<file path="src/design/loopback_params.svh">
// Loopback design constants

`ifndef LOOPBACK_PARAMS_SVH
`define LOOPBACK_PARAMS_SVH

// Core clock and UART line rate
`define CLK_FREQ_HZ 125000000
`define UART_BAUD 115200

// Clock cycles per UART bit, 1085 at 125 MHz
`define UART_PRESCALE (`CLK_FREQ_HZ / `UART_BAUD)

// Frame FIFO size per SFP port, in bytes
`define FRAME_FIFO_DEPTH 256
`define FIFO_ADDR_W 8

// Idle cycles between transmitted frames
`define IFG_CYCLES 12

`endif

</file>
<file path="src/design/loopback_pkg.sv">
// Loopback shared types

package loopback_pkg;

    typedef logic [7:0] byte_t;

    // One FIFO entry, last marks the final byte of a frame
    typedef struct packed {
        byte_t data;
        logic  last;
    } frame_word_t;

    typedef enum logic [1:0] {
        UART_IDLE,
        UART_START,
        UART_DATA,
        UART_STOP
    } uart_state_t;

    typedef enum logic [1:0] {
        TX_IDLE,
        TX_SEND,
        TX_GAP
    } gmii_tx_state_t;

endpackage

</file>
<file path="src/design/board_core.sv">
// Loopback board core

`resetall
`timescale 1ns/1ns
`default_nettype none

`include "loopback_params.svh"

module board_core (
    input  wire logic                 clk_125mhz,
    input  wire logic                 rst_n,

    input  wire logic [7:0]           sw,
    output logic [7:0]                led,

    input  wire logic                 uart_rxd,
    output logic                      uart_txd,

    input  wire loopback_pkg::byte_t  sfp0_gmii_rxd,
    input  wire logic                 sfp0_gmii_rx_dv,
    input  wire logic                 sfp0_gmii_rx_er,
    output loopback_pkg::byte_t       sfp0_gmii_txd,
    output logic                      sfp0_gmii_tx_en,

    input  wire loopback_pkg::byte_t  sfp1_gmii_rxd,
    input  wire logic                 sfp1_gmii_rx_dv,
    input  wire logic                 sfp1_gmii_rx_er,
    output loopback_pkg::byte_t       sfp1_gmii_txd,
    output logic                      sfp1_gmii_tx_en
);

loopback_pkg::byte_t uart_rx_data;
logic uart_rx_valid;

logic sfp0_rd_valid;
logic sfp0_rd_en;
loopback_pkg::frame_word_t sfp0_rd_data;

logic sfp1_rd_valid;
logic sfp1_rd_en;
loopback_pkg::frame_word_t sfp1_rd_data;

assign led = sw;

// UART echo, a byte arriving while the transmitter is busy is dropped
uart_rx uart_rx_inst (
    .clk_125mhz  (clk_125mhz),
    .rst_n       (rst_n),
    .rxd         (uart_rxd),
    .rx_data     (uart_rx_data),
    .rx_valid    (uart_rx_valid),
    .frame_error ()
);

uart_tx uart_tx_inst (
    .clk_125mhz (clk_125mhz),
    .rst_n      (rst_n),
    .tx_data    (uart_rx_data),
    .tx_valid   (uart_rx_valid),
    .tx_ready   (),
    .txd        (uart_txd)
);

// SFP0 loopback lane
frame_fifo #(
    .DEPTH(`FRAME_FIFO_DEPTH)
) sfp0_fifo_inst (
    .clk_125mhz (clk_125mhz),
    .rst_n      (rst_n),
    .rx_data    (sfp0_gmii_rxd),
    .rx_dv      (sfp0_gmii_rx_dv),
    .rx_er      (sfp0_gmii_rx_er),
    .rd_en      (sfp0_rd_en),
    .rd_valid   (sfp0_rd_valid),
    .rd_data    (sfp0_rd_data)
);

gmii_tx_frame sfp0_tx_inst (
    .clk_125mhz (clk_125mhz),
    .rst_n      (rst_n),
    .rd_valid   (sfp0_rd_valid),
    .rd_data    (sfp0_rd_data),
    .rd_en      (sfp0_rd_en),
    .gmii_txd   (sfp0_gmii_txd),
    .gmii_tx_en (sfp0_gmii_tx_en)
);

// SFP1 loopback lane
frame_fifo #(
    .DEPTH(`FRAME_FIFO_DEPTH)
) sfp1_fifo_inst (
    .clk_125mhz (clk_125mhz),
    .rst_n      (rst_n),
    .rx_data    (sfp1_gmii_rxd),
    .rx_dv      (sfp1_gmii_rx_dv),
    .rx_er      (sfp1_gmii_rx_er),
    .rd_en      (sfp1_rd_en),
    .rd_valid   (sfp1_rd_valid),
    .rd_data    (sfp1_rd_data)
);

gmii_tx_frame sfp1_tx_inst (
    .clk_125mhz (clk_125mhz),
    .rst_n      (rst_n),
    .rd_valid   (sfp1_rd_valid),
    .rd_data    (sfp1_rd_data),
    .rd_en      (sfp1_rd_en),
    .gmii_txd   (sfp1_gmii_txd),
    .gmii_tx_en (sfp1_gmii_tx_en)
);

endmodule

`resetall

</file>
<file path="src/design/frame_fifo.sv">
// Store-and-forward frame FIFO

`resetall
`timescale 1ns/1ns
`default_nettype none

`include "loopback_params.svh"

module frame_fifo #(
    parameter int DEPTH = `FRAME_FIFO_DEPTH
) (
    input  wire logic                      clk_125mhz,
    input  wire logic                      rst_n,
    input  wire loopback_pkg::byte_t       rx_data,
    input  wire logic                      rx_dv,
    input  wire logic                      rx_er,
    input  wire logic                      rd_en,
    output logic                           rd_valid,
    output loopback_pkg::frame_word_t      rd_data
);

localparam int ADDR_W = $clog2(DEPTH);

loopback_pkg::frame_word_t mem [DEPTH];

// Extra MSB tells full from empty
logic [ADDR_W:0] wr_ptr;
logic [ADDR_W:0] wr_ptr_commit;
logic [ADDR_W:0] rd_ptr;

// Byte held back one cycle until its last flag is known
logic hold_valid;
loopback_pkg::byte_t hold_data;

logic bad;
logic full;
logic frame_end;
logic wr_en;

assign full = (wr_ptr[ADDR_W] != rd_ptr[ADDR_W]) &&
              (wr_ptr[ADDR_W-1:0] == rd_ptr[ADDR_W-1:0]);
assign frame_end = hold_valid && !rx_dv;

// Once a frame is bad nothing more of it is stored
assign wr_en = hold_valid && !full && !bad;

// Only committed words are visible to the reader
assign rd_valid = (rd_ptr != wr_ptr_commit);
assign rd_data = mem[rd_ptr[ADDR_W-1:0]];

always_ff @(posedge clk_125mhz) begin
    if (!rst_n) begin
        wr_ptr <= '0;
        wr_ptr_commit <= '0;
        rd_ptr <= '0;
        hold_valid <= 1'b0;
        bad <= 1'b0;
    end else begin
        hold_valid <= rx_dv;

        if (frame_end) begin
            bad <= 1'b0;
            if (wr_en) begin
                // Last byte stored too, so the whole frame is good
                wr_ptr <= wr_ptr + 1'b1;
                wr_ptr_commit <= wr_ptr + 1'b1;
            end else begin
                wr_ptr <= wr_ptr_commit;
            end
        end else begin
            if (wr_en) begin
                wr_ptr <= wr_ptr + 1'b1;
            end
            // Sticky until the end of the frame
            if ((rx_dv && rx_er) || (hold_valid && full)) begin
                bad <= 1'b1;
            end
        end

        if (rd_en && rd_valid) begin
            rd_ptr <= rd_ptr + 1'b1;
        end
    end
end

always_ff @(posedge clk_125mhz) begin
    if (rx_dv) begin
        hold_data <= rx_data;
    end
end

always_ff @(posedge clk_125mhz) begin
    if (wr_en) begin
        mem[wr_ptr[ADDR_W-1:0]] <= loopback_pkg::frame_word_t'{data: hold_data, last: !rx_dv};
    end
end

endmodule

`resetall

</file>
<file path="src/design/gmii_tx_frame.sv">
// GMII frame transmitter

`resetall
`timescale 1ns/1ns
`default_nettype none

`include "loopback_params.svh"

module gmii_tx_frame (
    input  wire logic                       clk_125mhz,
    input  wire logic                       rst_n,
    input  wire logic                       rd_valid,
    input  wire loopback_pkg::frame_word_t  rd_data,
    output logic                            rd_en,
    output loopback_pkg::byte_t             gmii_txd,
    output logic                            gmii_tx_en
);

localparam int GAP_W = $clog2(`IFG_CYCLES);
localparam logic [GAP_W-1:0] GAP_END = GAP_W'(`IFG_CYCLES - 1);

loopback_pkg::gmii_tx_state_t state;
logic [GAP_W-1:0] gap_cnt;

// Whole frames only, so rd_valid stays high until the last word
assign rd_en = rd_valid && (state != loopback_pkg::TX_GAP);

always_ff @(posedge clk_125mhz) begin
    if (!rst_n) begin
        state <= loopback_pkg::TX_IDLE;
        gap_cnt <= '0;
        gmii_tx_en <= 1'b0;
    end else begin
        gmii_tx_en <= rd_en;

        case (state)
            loopback_pkg::TX_IDLE,
            loopback_pkg::TX_SEND: begin
                gap_cnt <= '0;
                if (rd_en) begin
                    state <= rd_data.last ? loopback_pkg::TX_GAP : loopback_pkg::TX_SEND;
                end
            end
            loopback_pkg::TX_GAP: begin
                // tx_en drops on the first gap cycle
                if (gap_cnt == GAP_END) begin
                    state <= loopback_pkg::TX_IDLE;
                end else begin
                    gap_cnt <= gap_cnt + 1'b1;
                end
            end
            default: state <= loopback_pkg::TX_IDLE;
        endcase
    end
end

always_ff @(posedge clk_125mhz) begin
    if (rd_en) begin
        gmii_txd <= rd_data.data;
    end
end

endmodule

`resetall

</file>
<file path="src/design/uart_rx.sv">
// UART receiver

`resetall
`timescale 1ns/1ns
`default_nettype none

`include "loopback_params.svh"

module uart_rx (
    input  wire logic                 clk_125mhz,
    input  wire logic                 rst_n,
    input  wire logic                 rxd,
    output loopback_pkg::byte_t       rx_data,
    output logic                      rx_valid,
    output logic                      frame_error
);

localparam int PRESCALE = `UART_PRESCALE;
localparam int CNT_W = $clog2(PRESCALE);
localparam logic [CNT_W-1:0] HALF_END = CNT_W'(PRESCALE / 2 - 1);
localparam logic [CNT_W-1:0] BIT_END = CNT_W'(PRESCALE - 1);

logic rxd_meta;
logic rxd_sync;
logic rxd_last;
loopback_pkg::uart_state_t state;
logic [CNT_W-1:0] cnt;
logic [2:0] bit_cnt;
loopback_pkg::byte_t shift;

assign rx_data = shift;

always_ff @(posedge clk_125mhz) begin
    if (!rst_n) begin
        rxd_meta <= 1'b1;
        rxd_sync <= 1'b1;
        rxd_last <= 1'b1;
        state <= loopback_pkg::UART_IDLE;
        cnt <= '0;
        bit_cnt <= '0;
        rx_valid <= 1'b0;
        frame_error <= 1'b0;
    end else begin
        // Two-flop synchronizer plus one more for edge detection
        rxd_meta <= rxd;
        rxd_sync <= rxd_meta;
        rxd_last <= rxd_sync;
        rx_valid <= 1'b0;
        frame_error <= 1'b0;

        case (state)
            loopback_pkg::UART_IDLE: begin
                cnt <= '0;
                bit_cnt <= '0;
                if (rxd_last && !rxd_sync) begin
                    state <= loopback_pkg::UART_START;
                end
            end
            loopback_pkg::UART_START: begin
                if (cnt == HALF_END) begin
                    cnt <= '0;
                    // A line that is high again at mid start bit was a glitch
                    state <= rxd_sync ? loopback_pkg::UART_IDLE : loopback_pkg::UART_DATA;
                end else begin
                    cnt <= cnt + 1'b1;
                end
            end
            loopback_pkg::UART_DATA: begin
                if (cnt == BIT_END) begin
                    cnt <= '0;
                    bit_cnt <= bit_cnt + 1'b1;
                    if (bit_cnt == 3'd7) begin
                        state <= loopback_pkg::UART_STOP;
                    end
                end else begin
                    cnt <= cnt + 1'b1;
                end
            end
            loopback_pkg::UART_STOP: begin
                if (cnt == BIT_END) begin
                    state <= loopback_pkg::UART_IDLE;
                    rx_valid <= rxd_sync;
                    frame_error <= !rxd_sync;
                end else begin
                    cnt <= cnt + 1'b1;
                end
            end
            default: state <= loopback_pkg::UART_IDLE;
        endcase
    end
end

// Data bits arrive LSB first
always_ff @(posedge clk_125mhz) begin
    if (state == loopback_pkg::UART_DATA && cnt == BIT_END) begin
        shift <= {rxd_sync, shift[7:1]};
    end
end

endmodule

`resetall

</file>
<file path="src/design/uart_tx.sv">
// UART transmitter

`resetall
`timescale 1ns/1ns
`default_nettype none

`include "loopback_params.svh"

module uart_tx (
    input  wire logic                 clk_125mhz,
    input  wire logic                 rst_n,
    input  wire loopback_pkg::byte_t  tx_data,
    input  wire logic                 tx_valid,
    output logic                      tx_ready,
    output logic                      txd
);

localparam int PRESCALE = `UART_PRESCALE;
localparam int CNT_W = $clog2(PRESCALE);
localparam logic [CNT_W-1:0] BIT_END = CNT_W'(PRESCALE - 1);

loopback_pkg::uart_state_t state;
logic [CNT_W-1:0] cnt;
logic [2:0] bit_cnt;
loopback_pkg::byte_t shift;

assign tx_ready = (state == loopback_pkg::UART_IDLE);

always_ff @(posedge clk_125mhz) begin
    if (!rst_n) begin
        state <= loopback_pkg::UART_IDLE;
        cnt <= '0;
        bit_cnt <= '0;
        txd <= 1'b1;
    end else begin
        if (state == loopback_pkg::UART_IDLE) begin
            cnt <= '0;
            bit_cnt <= '0;
            if (tx_valid) begin
                txd <= 1'b0;
                state <= loopback_pkg::UART_START;
            end
        end else if (cnt != BIT_END) begin
            cnt <= cnt + 1'b1;
        end else begin
            // End of the current bit period
            cnt <= '0;
            case (state)
                loopback_pkg::UART_START: begin
                    txd <= shift[0];
                    state <= loopback_pkg::UART_DATA;
                end
                loopback_pkg::UART_DATA: begin
                    bit_cnt <= bit_cnt + 1'b1;
                    if (bit_cnt == 3'd7) begin
                        txd <= 1'b1;
                        state <= loopback_pkg::UART_STOP;
                    end else begin
                        txd <= shift[1];
                    end
                end
                default: state <= loopback_pkg::UART_IDLE;
            endcase
        end
    end
end

// Load on acceptance, shift right after each data bit
always_ff @(posedge clk_125mhz) begin
    if (tx_valid && tx_ready) begin
        shift <= tx_data;
    end else if (state == loopback_pkg::UART_DATA && cnt == BIT_END) begin
        shift <= shift >> 1;
    end
end

endmodule

`resetall

</file>
<file path="config.mk">
export PLATFORM = sky130hd
export DESIGN_NAME = board_core
export DESIGN_NICKNAME = d
export VERILOG_FILES = /design/src/design/loopback_pkg.sv /design/src/design/board_core.sv /design/src/design/frame_fifo.sv /design/src/design/gmii_tx_frame.sv /design/src/design/uart_rx.sv /design/src/design/uart_tx.sv
export VERILOG_INCLUDE_DIRS = /design/src /design/src/design
export SDC_FILE = /design/constraint.sdc
export NUM_CORES = 2
export LEC_CHECK = 0
export BUFFER_PORTS_ARGS = -buffer_cell sky130_fd_sc_hd__buf_2
export CORE_ASPECT_RATIO = 1.2
export CORE_UTILIZATION = 60
export DETAILED_ROUTE_END_ITERATION = 12
export PLACE_DENSITY = 0.76
export SLEW_MARGIN = 30
export SYNTH_ARGS = -nofsm -noshare
export SYNTH_HDL_FRONTEND = slang
export SYNTH_MEMORY_MAX_BITS = 65536
export SYNTH_SLANG_ARGS = --single-unit
</file>
<file path="constraint.sdc">
create_clock -name clk_125mhz -period 10.6 [get_ports clk_125mhz]
set_clock_uncertainty 0.2 [all_clocks]
set_input_delay 0.53 -clock clk_125mhz [delete_from_list [all_inputs] [get_ports clk_125mhz]]
set_output_delay 0.53 -clock clk_125mhz [all_outputs]
set_load 0.02 [all_outputs]
</file>
# Yosys cells after proc, flatten, opt, wreduce, memory -nomap -nowiden

Memory sizes are Yosys's and may differ from the RTL's. A register that Yosys moved wholly into a read port is not among the register bits.
Index checks and enable logic that the tools add are counted.

Register bits after elaboration: 157
RAM bits: 4608
Bits of input ports: 31
Output and inout port bits: 27
Logic and storage cells: 194
Memories: 2

Add/subtract/negate cells: 10
Equal/unequal tests: 40
Muxes and demuxes: 51
Bitwise logic cells: 2
Reductions and logical operators: 56

Memories:

| memory             | words | width | rd ports | clocked after memory_dff | wr ports | line             | text |
|---|---|---|---|---|---|---|---|
| sfp0_fifo_inst.mem | 256   | 9     | 1        | 1                        | 1        | frame_fifo.sv:24 | `loopback_pkg::frame_word_t mem [DEPTH];` |
| sfp1_fifo_inst.mem | 256   | 9     | 1        | 1                        | 1        | frame_fifo.sv:24 |  |

Operators by type and width:

| cell                  | count |
|---|---|
| $mux 9                | 6 |
| $mux 8                | 6 |
| $pmux 11 s4           | 1 |
| $add 9x1->9 const B   | 4 |
| $mux 11               | 3 |
| $mux 2                | 16 |
| $add 11x1->11 const B | 2 |
| $eq 11x11->1 const B  | 2 |
| $logic_and 1x1->1     | 20 |
| $ne 9x9->1            | 2 |
| $eq 8x8->1            | 2 |
| $ne 2x1->1 const B    | 8 |
| $ne 2x2->1 const B    | 8 |
| $pmux 4 s2            | 2 |
| $pmux 2 s2            | 3 |
| $reduce_and 2->1      | 6 |
| $reduce_bool 2->1     | 6 |
| $eq 11x10->1 const B  | 1 |
| $ne 11x11->1 const B  | 1 |
| $eq 2x2->1 const B    | 5 |
| $reduce_or 2->1       | 5 |
| $reduce_and 3->1      | 3 |
| $add 4x1->4 const B   | 2 |
| $eq 2x1->1 const B    | 4 |
| 18 further kinds      | 41 |

# Depth between registers and ports, before layout

Depth in word-level cells: 7
Gate-level depth with buffers: 12
Mapped depth without buffers: 8

# By module

A second synthesis with hierarchy kept.

Cell total of the unflattened synthesis: 9174
Area, all modules: 185974.6 um^2

Modules (own cells, without submodules):

| module        | times used | cells an instance | area each (um^2) | sequential area each (um^2) |
|---|---|---|---|---|
| frame_fifo    | 2          | 4428              | 91185.0          | 70167.3 |
| uart_rx       | 1          | 118               | 1276.2           | 660.6 |
| uart_tx       | 1          | 112               | 1187.4           | 580.6 |
| gmii_tx_frame | 2          | 40                | 540.5            | 380.4 |
| board_core    | 1          | 8                 | 60.1             | 0.0 |

# Worst setup path before layout

OpenSTA, ideal clock, no wires.

Kind: input -> register
Start point: in sfp0_gmii_rx_dv
End point: reg sfp0_fifo_inst.wr_ptr_commit[4]
Library setup time: 0.086 ns
Arrival: 4.973 ns
Required time: 10.314 ns
Path slack: 5.341 ns
Stages on the path: 6
Buffers on the path: 1
Cell sequence: inv_1 nand2_1 nor2_1 clkbuf_1 nor2_1 a211oi_1

Word-level cells in the longest chain between the ends: 2

Ends and longest elaborated chain:

| item                   | line             | text |
|---|---|---|
| start: declaration     | board_core.sv:20 | `input wire logic sfp0_gmii_rx_dv,` |
| $logic_not 1->1        | frame_fifo.sv:42 | `assign frame_end = hold_valid && !rx_dv;` |
| $logic_and 1x1->1      | frame_fifo.sv:42 |  |
| end signal: assignment | frame_fifo.sv:66 | `wr_ptr_commit <= wr_ptr + 1'b1;` |
| end: declaration       | frame_fifo.sv:28 | `logic [ADDR_W:0] wr_ptr_commit;` |

No other way between the ends.
A chain may end at the register's enable or synchronous reset.

==> metrics <==
status=complete, no violations; via count=87600; Hold Fails Final Rpt=0; 1st-iter DRT viols=11800; CTS resizes=0; initial antenna violation count=8; count of hold-fix buffers inserted at cts=22; H-tree levels=5; clock-pin slew on the worst setup and hold paths=0.07 ns; hpwl dp=243000 um; setup slack, reg-to-reg=around 5 ns; Crit path largest cell delay=0.83 ns; Starting Density=60.4%; Cell Area, Placed=0.190 mm2; crit path DAT=around 6 ns; GRT Util Overall=between 20 and 30%; DR DRC count=0; DRT antenna net count=0; setup tns final=0 ns; DR WL/cell=33.8 um; CTS tree=built; RSZ-0062 raised after global routing=no; # IOs=58; Max clock buf depth=4; syn avg cell area=around 22 um2; Port Buffer Count=41; CP cell instances=buf_4 > buf_4 > mux4_2 > mux4_2 > a22oi_1 > nand2_1 > a22oi_1 > o221ai_1; R2R depth=8; mapped cell area=approximately 0.18 mm2; Post-CTS Setup Inserts=0; FFs w/ async S/R, synth=0%; DIE AREA=0.310 mm2; fraction of layout cells with a size suffix above 1=28.1%; net count after synthesis=slightly above 8000; EDFF count, synth=4656; CP Buf/Inv Count=2; r2r endpoint=sfp1_tx_inst.gmii_txd[3]; Core ar.=a little over 0.3 mm2; Yosys top cell by area=edfxtp_1; Slew @ Worst Pin=1.17 ns; fmax=179 MHz; Tmin final=between 5 and 6 ns; GPL Wtd Cong=0.883; worst skew pair latency=about 0.96 ns; prevailing post-synth register cell=edfxtp_1; most frequent cell after synthesis=edfxtp_1; Yosys top cell area share=between 70% and 80%; top cell family by delay on the critical path=compound AO/OA/AOI/OAI gates; Die Wd=508 um; first-pass GRT wire length=626000 um; endpoints failing setup=0; area grow syn2layout=10.6%; critical path peak fanout=42; peak supply drop=roughly 0.23 mV; crit start category=register; final instance area=between 0.2 and 0.25 mm2; synth cell count leaders=edfxtp_1, mux4_2, nor2_1; Hold Crit Start=rst_n; relative slew slack=22.0%; P_leak=approximately 0.061 uW; number of max-cap violations=0; largest net degree at the start of global routing=257; num rows=between 200 and 250; clock sink count=4781; nets@finish=8445; WP data required=~11 ns; grt total ovfl=0; Crit. End Element=register; Final period util=between 50% and 60%; post-route insts no fill=12800; sequential share of the synthesized area=between 70% and 80%; top post-synthesis cells by area=edfxtp_1, mux4_2, dfxtp_1; vias in the first global route=89800; routed vias/inst=6.85; Detailed Routing Iterations Pass 1=6; Placed Cells=12000; Levels on crit path=8; Hold WC Path Type=input port to register; worst setup path endpoint=sfp1_tx_inst.gmii_txd[3]; Unique masters post-synth=66; cts bufs inserted=~440; Slew Limit Fails=0; #FFs+latches synth=between 4000 and 5000; pwr/cell area=212 mW/mm2; critical path's slowest cell=a22oi_1; clk root buf=clkbuf_16; kind of critical path=register to register; Post-Route WL=432000 um; Ys Warns=0; die height=610 um; Mapped Cells=8209
==> sequential cells by signal, summed over array words and instances (netlist names), 11 cells and up, named ones only <==
signal,flops
uart_rx_inst.cnt,11
sfp0_fifo_inst.mem,2304
uart_tx_inst.cnt,11
sfp1_fifo_inst.mem,2304
==> power by group <==
| part | internal (uW) | total (uW) | switching [uW] |
|---|---|---|---|
| Combinational | 3020 | 6330 | 3310 |
| Clock | 8890 | 15800 | 6860 |
| Sequential | 20900 | 21100 | 195 |
| Total | 32900 | 43200 | 10400 |
==> metal layers <==
| metal | share of wire [%] | GRT usage [%] |
|---|---|---|
| met2 | 52 | 47.6 |
| met4 | 5.3 | 13.7 |
| met1 | 35 | 35.9 |
| met5 | 0.0028 | 0 |
| met3 | 8.1 | 4.24 |
==> worst min path at each step <==
stage                               to  slack (ns)  cells after the start
3_5_place_dp   uart_rx_inst.rx_data[3]        0.24                      0
2_1_floorplan    uart_rx_inst.rxd_sync        0.19                      1
6_report         uart_rx_inst.rxd_last        0.06                      2
3_3_place_gp   uart_rx_inst.rx_data[3]        0.23                      0
5_1_grt          uart_rx_inst.rxd_last        0.03                      2
4_1_cts          uart_rx_inst.rxd_last       0.004                      2
==> logic make-up (layout without fill, tap and decap cells) <==
family | after synthesis | count (layout) | share of synthesized area, %
other cells | 0 | 10 | 0
fa+ha+maj | 25 | 25 | 0.169
compound gates | 325 | 325 | 1.32
mux | 1474 | 1474 | 17.4
xor+xnor | 85 | 85 | 0.403
flops | 4781 | 4781 | 77.1
buf+inv | 512 | 1053 | 1.26
simple gates | 1007 | 1007 | 2.35
==> through the flow <==
stage | worst slack (ns) | total power, uW | hold WS (ns) | util, %
2_1_floorplan | 5.34 | 26100 | 0.186 | -
3_3_place_gp | 5.19 | 27700 | 0.229 | 61.9
3_5_place_dp | 5.04 | 27800 | 0.240 | 62.1
4_1_cts | 5.04 | 43400 | 0.00356 | 66.7
5_1_grt | 4.86 | 44300 | 0.0285 | 66.9
6_report | 5.02 | 43200 | 0.0601 | 66.9
==> cell type report <==
class | instances | area (um2)
inverter | 29 | 131
antenna | 10 | 25.0
clock buffer | 531 | 11600
timing repair buffer | 220 | 2030
sequential | 4781 | 142000
clock inverter | 273 | 2580
multi-input combinational | 2916 | 40600
tap | 4032 | 5040
fill | 18100 | 101000
==> layout by cell type (no fill, tap or decap), types with 84 or more instances in the layout <==
| cell | instances |
|---|---|
| dfxtp_1 | 117 |
| clkinv_2 | 84 |
| a22oi_1 | 93 |
| nand2_1 | 138 |
| buf_4 | 114 |
| edfxtp_1 | 4656 |
| nor2_1 | 436 |
| clkbuf_16 | 448 |
| nor2_2 | 177 |
| mux4_2 | 1392 |
| clkinv_1 | 96 |
Power figures use the tool's default switching activity.
